===== src/rtl/motorDefines_defines.svh =====
`ifndef MOTOR_DEFINES_SVH
`define MOTOR_DEFINES_SVH

// step counter and stepPeriod width
// 25 bits gives over three seconds per step at 10 MHz
`define MOTOR_STEP_W 25

// duty register and pwm on/off counter width
`define MOTOR_DUTY_W 12

// one pwm period in clocks, off time plus on time
// at 10 MHz this is about 51 us, just under 20 kHz
`define MOTOR_PWM_PERIOD 511

// duty code for a high side that never switches off
// any duty at or above this keeps pwm high for the whole step
`define MOTOR_DUTY_FULL `MOTOR_PWM_PERIOD

`endif


===== src/rtl/motorPkg.sv =====
`default_nettype none

package motorPkg;

    // six commutation steps of the trapezoidal sequence
    // forward rotation walks step0 up to step5 and wraps
    typedef enum logic [2:0] {
        step0,
        step1,
        step2,
        step3,
        step4,
        step5
    } stepState_t;

    // one bit per motor phase that conducts in the current step
    // all clear while the drive is stopped
    typedef struct packed {
        logic aE;
        logic bE;
        logic cE;
    } phaseEnable_t;

    // one bit per power switch of the three half bridges
    typedef struct packed {
        logic aHi;
        logic aLo;
        logic bHi;
        logic bLo;
        logic cHi;
        logic cLo;
    } gateDrive_t;

endpackage

`default_nettype wire


===== src/rtl/commutationTimer.sv =====
`timescale 1ns/1ps
`default_nettype none

`include "motorDefines_defines.svh"

module commutationTimer (
    input  logic                     clk,
    input  logic                     nRst,
    input  logic                     run,
    input  logic [`MOTOR_STEP_W-1:0] stepPeriod,
    output logic                     stepStrobe
);

    // remaining cycles of the current step, zero is the last one
    logic [`MOTOR_STEP_W-1:0] stepCnt;
    logic [`MOTOR_STEP_W-1:0] stepLoad;
    logic                     stepLast;

    // stepPeriod is sampled only here, so a new value waits for the next reload
    assign stepLoad = stepPeriod - 1'b1;
    assign stepLast = (stepCnt == '0);

    always_ff @(posedge clk or negedge nRst) begin
        if (!nRst) begin
            stepCnt    <= '0;
            stepStrobe <= 1'b0;
        end else begin
            if (!run) begin
                // stopped, park at the reload value
                // so the first strobe lands stepPeriod cycles after run rises
                stepCnt    <= stepLoad;
                stepStrobe <= 1'b0;
            end else if (stepLast) begin
                // end of step, one-cycle strobe and start the next step
                stepCnt    <= stepLoad;
                stepStrobe <= 1'b1;
            end else begin
                stepCnt    <= stepCnt - 1'b1;
                stepStrobe <= 1'b0;
            end
        end
    end

endmodule

`default_nettype wire


===== src/rtl/motorDriveTop.sv =====
`timescale 1ns/1ps
`default_nettype none

`include "motorDefines_defines.svh"

module motorDriveTop (
    input  logic                     clk,
    input  logic                     nRst,
    input  logic                     run,
    input  logic                     dir,
    input  logic [`MOTOR_STEP_W-1:0] stepPeriod,
    input  logic [`MOTOR_DUTY_W-1:0] duty,
    output motorPkg::gateDrive_t     gates
);
    import motorPkg::*;

    // one pulse per commutation step
    logic         stepStrobe;
    // conducting phases, zero when stopped
    phaseEnable_t phaseEn;
    // chopping signal for the active high side
    logic         pwm;

    commutationTimer commutationTimer_i (
        .clk        (clk),
        .nRst       (nRst),
        .run        (run),
        .stepPeriod (stepPeriod),
        .stepStrobe (stepStrobe)
    );

    phaseSequencer phaseSequencer_i (
        .clk        (clk),
        .nRst       (nRst),
        .run        (run),
        .dir        (dir),
        .stepStrobe (stepStrobe),
        .pwm        (pwm),
        .phaseEn    (phaseEn),
        .gates      (gates)
    );

    pwmGenerator pwmGenerator_i (
        .clk        (clk),
        .nRst       (nRst),
        .stepStrobe (stepStrobe),
        .phaseEn    (phaseEn),
        .duty       (duty),
        .pwm        (pwm)
    );

endmodule

`default_nettype wire


===== src/rtl/phaseSequencer.sv =====
`timescale 1ns/1ps
`default_nettype none

module phaseSequencer (
    input  logic                   clk,
    input  logic                   nRst,
    input  logic                   run,
    input  logic                   dir,
    input  logic                   stepStrobe,
    input  logic                   pwm,
    output motorPkg::phaseEnable_t phaseEn,
    output motorPkg::gateDrive_t   gates
);
    import motorPkg::*;

    stepState_t   state;
    stepState_t   stateNext;
    phaseEnable_t phaseEnNext;
    gateDrive_t   gatesNext;

    // step advance, forward when dir is high
    always_comb begin
        stateNext = state;
        if (run && stepStrobe) begin
            if (dir) begin
                case (state)
                    step0:   stateNext = step1;
                    step1:   stateNext = step2;
                    step2:   stateNext = step3;
                    step3:   stateNext = step4;
                    step4:   stateNext = step5;
                    default: stateNext = step0;
                endcase
            end else begin
                case (state)
                    step0:   stateNext = step5;
                    step5:   stateNext = step4;
                    step4:   stateNext = step3;
                    step3:   stateNext = step2;
                    step2:   stateNext = step1;
                    default: stateNext = step0;
                endcase
            end
        end
    end

    // conducting pair of the coming step, cleared once run drops
    always_comb begin
        phaseEnNext = '0;
        if (run) begin
            case (stateNext)
                step0, step3: phaseEnNext = '{aE: 1'b1, bE: 1'b1, cE: 1'b0};
                step1, step4: phaseEnNext = '{aE: 1'b1, bE: 1'b0, cE: 1'b1};
                default:      phaseEnNext = '{aE: 1'b0, bE: 1'b1, cE: 1'b1};
            endcase
        end
    end

    // high side chopped by pwm, low side held on for the whole step
    // each step drives exactly one hi and one lo of two different phases
    always_comb begin
        gatesNext = '0;
        if (phaseEn != '0) begin
            case (state)
                step0: begin
                    gatesNext.aHi = pwm;
                    gatesNext.bLo = 1'b1;
                end
                step1: begin
                    gatesNext.aHi = pwm;
                    gatesNext.cLo = 1'b1;
                end
                step2: begin
                    gatesNext.bHi = pwm;
                    gatesNext.cLo = 1'b1;
                end
                step3: begin
                    gatesNext.bHi = pwm;
                    gatesNext.aLo = 1'b1;
                end
                step4: begin
                    gatesNext.cHi = pwm;
                    gatesNext.aLo = 1'b1;
                end
                step5: begin
                    gatesNext.cHi = pwm;
                    gatesNext.bLo = 1'b1;
                end
                default: gatesNext = '0;
            endcase
        end
    end

    always_ff @(posedge clk or negedge nRst) begin
        if (!nRst) begin
            state   <= step0;
            phaseEn <= '0;
            gates   <= '0;
        end else begin
            state   <= stateNext;
            phaseEn <= phaseEnNext;
            // gates trail state and pwm by one cycle
            gates   <= gatesNext;
        end
    end

endmodule

`default_nettype wire


===== src/rtl/pwmGenerator.sv =====
`timescale 1ns/1ps
`default_nettype none

`include "motorDefines_defines.svh"

module pwmGenerator (
    input  logic                     clk,
    input  logic                     nRst,
    input  logic                     stepStrobe,
    input  motorPkg::phaseEnable_t   phaseEn,
    input  logic [`MOTOR_DUTY_W-1:0] duty,
    output logic                     pwm
);
    import motorPkg::*;

    localparam logic [`MOTOR_DUTY_W-1:0] pwmPeriod = `MOTOR_DUTY_W'(`MOTOR_PWM_PERIOD);
    localparam logic [`MOTOR_DUTY_W-1:0] dutyFull  = `MOTOR_DUTY_W'(`MOTOR_DUTY_FULL);

    // duty held for the whole step
    logic [`MOTOR_DUTY_W-1:0] dutyReg;
    // cycles left in the current on or off phase
    logic [`MOTOR_DUTY_W-1:0] pwmCnt;

    logic                     idle;
    logic                     reload;
    logic                     cntLast;
    logic                     dutyInFull;
    logic [`MOTOR_DUTY_W-1:0] offLoadIn;
    logic [`MOTOR_DUTY_W-1:0] onLoad;
    logic [`MOTOR_DUTY_W-1:0] offLoad;

    // no conducting phase means the bridge is parked
    assign idle   = (phaseEn == '0);
    assign reload = stepStrobe || idle;

    // counter holds 1 on the last cycle of a phase
    assign cntLast = (pwmCnt == `MOTOR_DUTY_W'(1));

    // off time of the incoming duty, used on the reload cycle itself
    assign dutyInFull = (duty >= dutyFull);
    assign offLoadIn  = pwmPeriod - duty;

    // on and off times of the latched duty, they sum to one pwm period
    assign onLoad  = dutyReg;
    assign offLoad = pwmPeriod - dutyReg;

    always_ff @(posedge clk or negedge nRst) begin
        if (!nRst) begin
            dutyReg <= '0;
        end else if (reload) begin
            // new duty is only taken at a step boundary or while stopped
            dutyReg <= duty;
        end
    end

    always_ff @(posedge clk or negedge nRst) begin
        if (!nRst) begin
            pwmCnt <= pwmPeriod;
            pwm    <= 1'b0;
        end else begin
            if (reload) begin
                // every step starts with the off phase
                // full duty goes straight high, but never while stopped
                pwmCnt <= offLoadIn;
                pwm    <= !idle && dutyInFull;
            end else if (dutyReg >= dutyFull) begin
                pwm <= 1'b1;
            end else if (dutyReg == '0) begin
                // zero duty, counter is left frozen
                pwm <= 1'b0;
            end else if (cntLast) begin
                // swap phases, load the length of the one being entered
                if (pwm) begin
                    pwmCnt <= offLoad;
                end else begin
                    pwmCnt <= onLoad;
                end
                pwm <= ~pwm;
            end else begin
                pwmCnt <= pwmCnt - 1'b1;
            end
        end
    end

endmodule

`default_nettype wire


===== config.mk =====
export PLATFORM = sky130hd
export DESIGN_NAME = motorDriveTop
export DESIGN_NICKNAME = d
export VERILOG_FILES = /design/src/rtl/motorPkg.sv /design/src/rtl/commutationTimer.sv /design/src/rtl/motorDriveTop.sv /design/src/rtl/phaseSequencer.sv /design/src/rtl/pwmGenerator.sv
export VERILOG_INCLUDE_DIRS = /design/src /design/src/rtl
export SDC_FILE = /design/constraint.sdc
export NUM_CORES = 1
export LEC_CHECK = 0
export CAP_MARGIN = 20
export CORE_AREA = 2 2 97 99
export CTS_CLUSTER_DIAMETER = 80
export DETAILED_ROUTE_END_ITERATION = 6
export DIE_AREA = 0 0 99 101
export DONT_BUFFER_PORTS = 1
export MAX_ROUTING_LAYER = met4
export SLEW_MARGIN = 20
export SYNTH_ARGS = -nofsm -noshare
export SYNTH_HDL_FRONTEND = slang
export SYNTH_SLANG_ARGS = --single-unit

===== constraint.sdc =====
create_clock -name clk -period 6.6 [get_ports clk]
set_input_delay 0.33 -clock clk [delete_from_list [all_inputs] [get_ports clk]]
set_output_delay 0.33 -clock clk [all_outputs]
set_load 0.02 [all_outputs]

==> run_results.csv, run 1 <==
group,metric,value,unit
finish,final_util,47.60,%
route,vias,3073,
critical_path,cp.required,6860,ps
clock_network,cts_resized,0,
die,start_util,43.90,%
finish,multiInputGateArea,2203,µm²
clock_network,hold_buffers,2,
critical_path,cp.arrival,3650,ps
route,drtIter0Drc,161,
route,wire_per_inst,15.74,µm
global_routing,grt_pass1_vias,3130,
yosys,ys_dominant_reg_cell,"dfrtp_1",
outcome,outcome,"finished clean",
yosys,synth_edf_count,0,
yosys,yosys_warnings,0,
sta,period_needed,3392,ps
yosys,yosysMostFrequentCell,"nand2_1",
die,die_h,101,µm
power,powerDensity,278.1,nW/µm²
die,core_region_area,8977,µm²
critical_path,critPathKind,"reg -> reg",
die,core.rowCount,35,
job,maxCapViolCount,0,
clock_network,cts_buffer_depth,2,
yosys,avgSynthCellArea,8.857,µm²
die,dieArea,9999,µm²
sta,max_freq,294.9,MHz
yosys,syn_area,3941,µm²
finish,finalNetCount,482,
critical_path,crit_start,"commutationTimer_i.stepCnt[0]",
sta,hold_viol_final,0,
sta,finClkSkew,6.048,ps
sta,finalSetupTns,0,ps
clock_network,numCtsBuffers,9,
critical_path,crit_fanout,33,
global_routing,antenna_found_initial,0,
clock_network,ctsHtreeMaxLevel,3,
min_path,min_path_type,"in -> reg",
global_routing,grt_max_degree,64,
critical_path,critPathCaptureType,"flip-flop",
clock_network,cts_sinks,63,
die,fp.dieW,99,µm
global_routing,grt_pass1_wl,15070,µm
clock_network,root_buffer,"clkbuf_8",
yosys,synth_top_area_share,34.29,%
finish,regArea,1588,µm²
sta,rsz0062_at_grt,"no",
die,io_pins,47,
sta,worst_pin_slew,1002,ps
place,gp_congestion,0.8861,
sta,slew_violations,0,
yosys,synth_cell_type_count,53,
route,firstDrtPassIters,4,
finish,fillCellCount,869,
min_path,min_from,"duty[2]",
power,total_leakage_power,1.701,nW
critical_path,rr_startpoint,"commutationTimer_i.stepCnt[0]",
sta,slew_headroom,32.96,%
yosys,ys_ff_latch,63,
clock_network,clk_pin_slew,70,ps
clock_network,cts_tree,"yes",
yosys,yosys.area.top_type,"dfrtp_1",
yosys,syn-num-nets,492,
yosys,synth-async-reset-ratio,100.0,%
clock_network,clk-insertion-delay-late,340,ps
yosys,synth_commonest_cells,"nand2_1, dfrtp_1, nor2_1",
finish,layout-drive-gt1-share,7.045,%
route,drc,0,
yosys,syn-instance-count,445,
global_routing,grt-ovfl-total,0,
yosys,synth_area_leaders,"dfrtp_1, xnor2_1, xor2_1",
power,peakVddDrop,0.09182,mV
route,avgViaCountPerCell,5.577,
finish,antennaDiodeCount,0,
place,dp_hpwl,6210,µm
clock_network,post-cts-setup-buffers,0,
route,final_antenna_net_count,0,
yosys,ys_seq_area_share,40.29,%
route,routed_wl,8673,µm
finish,area_growth,8.413,%
place,portBuffers,0,
critical_path,cp-start-kind,"flip-flop",
global_routing,grt_util_all_layers,19.49,%
sta,setup_viol,0,
sta,min_period_over_period,51.39,%
area by class of cell:
class                           count  area share, %
Multi-Input combinational cell    343          51.57
Sequential cell                    63          37.16
Clock inverter                      7          2.840
Clock buffer                        9          2.899
Timing Repair Buffer                2         0.8785
Tap cell                          111          3.250
Inverter                           16          1.406
stage by stage:
stage / hold WS, ps / setup WS [ps] / cell area [µm²] / cells / power [mW]
6_report: 58.31 / 3208 / 4273 / 551 / 1.188
3_3_place_gp: 35.72 / 3400 / 3990 / 533 / 0.7686
4_1_cts: 42.95 / 3219 / 4273 / 551 / 1.201
3_5_place_dp: 36.11 / 3237 / 3990 / 533 / 0.7761
5_1_grt: 40.94 / 2945 / 4273 / 551 / 1.271
2_1_floorplan: 34.41 / 4007 / 3941 / 445 / 0.7194
final timing paths:
kind | cells past startpoint | end | slack (ps)
setup reg to reg | 7 | commutationTimer_i.stepCnt[16] | 3210
setup / recovery | 7 | commutationTimer_i.stepCnt[16] | 3210
hold / removal | 1 | pwmGenerator_i.pwmCnt[2] | 60
min in group asynchronous | 2 | phaseSequencer_i.gates[1] | 510
hold reg to reg | 1 | commutationTimer_i.stepStrobe | 490
max in group asynchronous | 2 | pwmGenerator_i.pwmCnt[1] | 5750
kinds of logic after synthesis:
group / count (synthesis) / synth area share [%]
XOR/XNOR: 64 / 14.22
AO/OA/AOI/OAI: 74 / 12.25
adder cells (fa/ha/maj): 6 / 1.905
multiplexers: 14 / 3.555
AND/OR/NAND/NOR: 185 / 23.91
buffers and inverters: 39 / 3.873
flip-flops: 63 / 40.29
layout by cell type, fill, tap and decap left out, types with 6 or more instances in the layout:
master and count:
xnor2_1 32, clkbuf_8 9, inv_1 15, nand2b_1 6, nor2_1 36, xor2_1 32
a21oi_1 20, mux2i_1 14, o31ai_1 7, or3_1 9, nand2_1 56, ha_1 6
dfrtp_1 54, nand3_1 6, nand4_1 6, dfstp_2 9, nor4_1 18, nor3_1 18
o21ai_0 15
power by group:
part           total, mW  internal [mW]  switching [mW]
Combinational      0.243          0.111           0.132
Clock              0.408          0.251           0.157
Sequential         0.538          0.462          0.0757
worst max-delay path, stage by stage, from the launching register on:
cell and delay [ps]:
dfrtp_1 370, inv_1 90, ha_1 210, or4b_2 710, nor4_1 510, a31o_2 740, clkinv_1 400, a22oi_1 260
routing by layer:
metal  vias to the layer above  GRT usage (%)  part of all wire [%]
li1                       1546              -                     -
met1                      1442          24.93                    47
met2                        72          31.13                    47
met3                        13          3.745                   4.0
met4                         0          6.744                   1.7
met5                         -              -                     0
flip-flops by register name (all words and copies together) (netlist names):
register and flops:
commutationTimer_i.stepCnt 25, pwmGenerator_i.dutyReg 12, phaseSequencer_i.gates 6, commutationTimer_i.stepStrobe 1
phaseSequencer_i.phaseEn 3, pwmGenerator_i.pwmCnt 12, phaseSequencer_i.state 3, pwmGenerator_i.pwm 1
Note: power is estimated with default switching activity, not from simulation.
==> inputs of run 2 (changes only) <==
Settings changed: ABC_AREA from default to 1, CORE_AREA 2 2 97 99 to 2 2 105 107, DIE_AREA 0 0 99 101 to 0 0 107 109.
Clock period 6.6 ns to 3.2 ns, I/O delays scaled along.
==> run_results.csv, run 2 <==
group,metric,value,unit
finish,regMostFlops,"commutationTimer_i.stepCnt",
clock_network,ctsHtreeMaxLevel,3,
die,core.rowCount,38,
yosys,syn-instance-count,705,
finish,final_common_cell,"nand2_1",
critical_path,reg2regPathDepth,6,
power,p_seq_share,41.8,%
power,powerDensity,541.6,nW/µm²
finish,most-common-layout-cells,"nand2_1, nor2_1, inv_1",
yosys,ys_dominant_reg_cell,"dfrtp_1",
critical_path,cp.arrival,2510,ps
die,dieArea,11660,µm²
route,drtIter0Drc,320,
power,p_switching,1.013,mW
sta,worst_pin_slew,995.9,ps
yosys,synth_commonest_cells,"nand2_1, nor2_1, inv_1",
global_routing,grt-ovfl-total,0,
sta,finalSetupTns,0,ps
die,core_region_area,10600,µm²
die,fp.dieW,107,µm
global_routing,grt_pass1_vias,4334,
power,peakVddDrop,0.2022,mV
yosys,synth_top_area_share,29.26,%
yosys,avgSynthCellArea,6.551,µm²
sta,max_freq,446.9,MHz
place,portBuffers,0,
global_routing,grt-busiest-layer,"met2",
min_path,min_path_type,"in -> reg",
clock_network,cts_sinks,63,
yosys,synth_edf_count,0,
place,dp_hpwl,8918,µm
finish,layout-drive-gt1-share,5.663,%
power,p_clk_share,27.8,%
finish,finalNetCount,766,
sta,hold_viol_final,0,
yosys,yosysMostFrequentCell,"nand2_1",
power,total_power,2.766,mW
critical_path,crit_fanout,26,
yosys,synth_cell_type_count,32,
min_path,hold_path_end,"commutationTimer_i.stepCnt[5]",
global_routing,grt_util_met3,4.065,%
yosys,yosys.area_share.simple,42.70,%
critical_path,critPathKind,"reg -> reg",
finish,antennaDiodeCount,0,
critical_path,critical_path.cell_chain,"nor3_1, nor2_2, inv_1, nor2_1, nand2_1, nand3b_1",
yosys,yosys.area_share.adder,1.626,%
yosys,synth_area_leaders,"dfrtp_1, nand2_1, nor2_1",
power,combinationalPowerShare,30.4,%
finish,reg.largest.list,"commutationTimer_i.stepCnt x25, pwmGenerator_i.dutyReg x12, pwmGenerator_i.pwmCnt x12",
sta,min_period_over_period,69.93,%
yosys,muxShareOfSynthArea,0,%
yosys,synth_xor_area_share,8.155,%
critical_path,rr_startpoint,"phaseSequencer_i.phaseEn[1]",
yosys,synth_top_family_by_area,"simple AND/OR/NAND/NOR gates",
clock_network,clk-insertion-delay-late,340,ps
critical_path,cp.required,3470,ps
sta,setup_viol,0,
critical_path,slowest_stage,"nor2_2",
clock_network,cts_buffer_depth,2,
yosys,syn_area,4618,µm²
global_routing,grt_util_all_layers,22.40,%
job,maxCapViolCount,0,
route,drc,0,
clock_network,cts_resized,0,
finish,final_util,48.17,%
sta,hold_ws,18.79,ps
die,io_pins,47,
sta,slew_violations,0,
yosys,ys_ff_latch,63,
global_routing,grt_max_degree,64,
die,start_util,43.56,%
critical_path,slowest_delay,770,ps
yosys,yosys.area.top_type,"dfrtp_1",
route,firstDrtPassIters,5,
critical_path,worst-path-buf-inv,1,
place,dp_slack,958.4,ps
route,wire_per_inst,13.66,µm
finish,area_growth,10.59,%
critical_path,critPathCaptureType,"flip-flop",
sta,slew_headroom,33.54,%
sta,period_needed,2238,ps
outcome,outcome,"finished clean",
yosys,yosys_warnings,0,
clock_network,numCtsBuffers,9,
yosys,ys_seq_area_share,34.38,%
critical_path,path_delay_family,"simple AND/OR/NAND/NOR gates",
global_routing,met1_usage,27.01,%
die,die_h,109,µm
sta,finClkSkew,21.30,ps
finish,largest_reg_flops,25,
critical_path,r2r-end,"pwmGenerator_i.pwmCnt[4]",
clock_network,clk_pin_slew,70,ps
sta,rsz0062_at_grt,"no",
min_path,hold_depth,3,
clock_network,root_buffer,"clkbuf_8",
power,switching_share,36.62,%
route,vias,4400,
clock_network,post-cts-setup-buffers,0,
sta,setup_slack,962.2,ps
critical_path,cp-start-kind,"flip-flop",
place,gp_congestion,0.9314,
yosys,synth-async-reset-ratio,100.0,%
global_routing,antenna_found_initial,0,
power,total_leakage_power,2.489,nW
route,routed_wl,11800,µm
global_routing,grt_util_met2,38.13,%
global_routing,grt_pass1_wl,20110,µm
route,final_antenna_net_count,0,
route,avgViaCountPerCell,5.093,
clock_network,cts_tree,"yes",
min_path,min_from,"stepPeriod[5]",
yosys,syn-num-nets,752,
yosys,synth_compound_area_share,4.985,%
critical_path,regToRegSetupSlack,960,ps
power,internal-power,1.753,mW
[run 2: changes by cell type in the layout (fill, tap and decap cells not counted), moves of 13 or more]
cell,delta
dlygate4sd3_1,+13
inv_1,+65
mux2i_1,-14
nand2_1,+160
nand3_1,+60
nand4_1,+14
nor2_1,+87
nor4_1,-18
[run 2: repair_timing]
item | CTS | global route
endpoints found under the setup margin | 0 | 0
hold endpoints to repair | 89 | 0
hold buffers | 15 | 0
[run 2: power groups by stage]
stage,logic [mW],clock network [mW],registers (mW)
detailed placement,0.789,0,1.17
floorplan,0.663,0,1.11
finish,0.840,0.768,1.16
global placement,0.781,0,1.16
CTS,0.833,0.793,1.15
global route,0.974,0.832,1.18
[run 2: cell families after synthesis]
group           after synthesis
xor+xnor                     43
compound gates               44
simple gates                457
buf+inv                      92
flops                        63
fa+ha+maj                     6
[run 2: worst max-delay path by stage]
| stage | to | startpoint | slack [ps] | cells after the start |
|---|---|---|---|---|
| finish | pwmGenerator_i.pwmCnt[4] | phaseSequencer_i.phaseEn[1] | 960 | 6 |
| global placement | pwmGenerator_i.pwmCnt[5] | commutationTimer_i.stepStrobe | 1060 | 5 |
| floorplan | commutationTimer_i.stepCnt[18] | commutationTimer_i.stepCnt[0] | 1520 | 10 |
| detailed placement | pwmGenerator_i.pwmCnt[4] | phaseSequencer_i.phaseEn[1] | 960 | 6 |
| CTS | pwmGenerator_i.pwmCnt[4] | phaseSequencer_i.phaseEn[1] | 950 | 6 |
| global route | pwmGenerator_i.pwmCnt[5] | phaseSequencer_i.phaseEn[1] | 640 | 6 |
[run 2: layout make-up]
class | instances | area [µm²]
clock inverters | 5 | 81.33
clock buffers | 11 | 141.4
multi-input cells | 550 | 2654
flip-flops and latches | 63 | 1588
fillers | 1077 | 5495
well taps | 140 | 175.2
inverters | 80 | 300.3
repair buffers | 15 | 167.7
[run 2: per-stage QoR]
stage / std cells / area [µm²]
finish: 864 / 5107
global route: 864 / 5107
CTS: 864 / 5107
global placement: 833 / 4717
floorplan: 705 / 4618
detailed placement: 833 / 4717
[run 2: routing by layer]
| layer | share of wire [%] | up-vias |
|---|---|---|
| li1 | - | 2256 |
| met1 | 44 | 1996 |
| met2 | 49 | 126 |
| met3 | 4.9 | 22 |
| met4 | 2.3 | 0 |
| met5 | 0 | - |
[run 2: worst min-delay path: stages]
cell     delay, ps
xor2_1          50
nand2_1         60
nand2_1         40
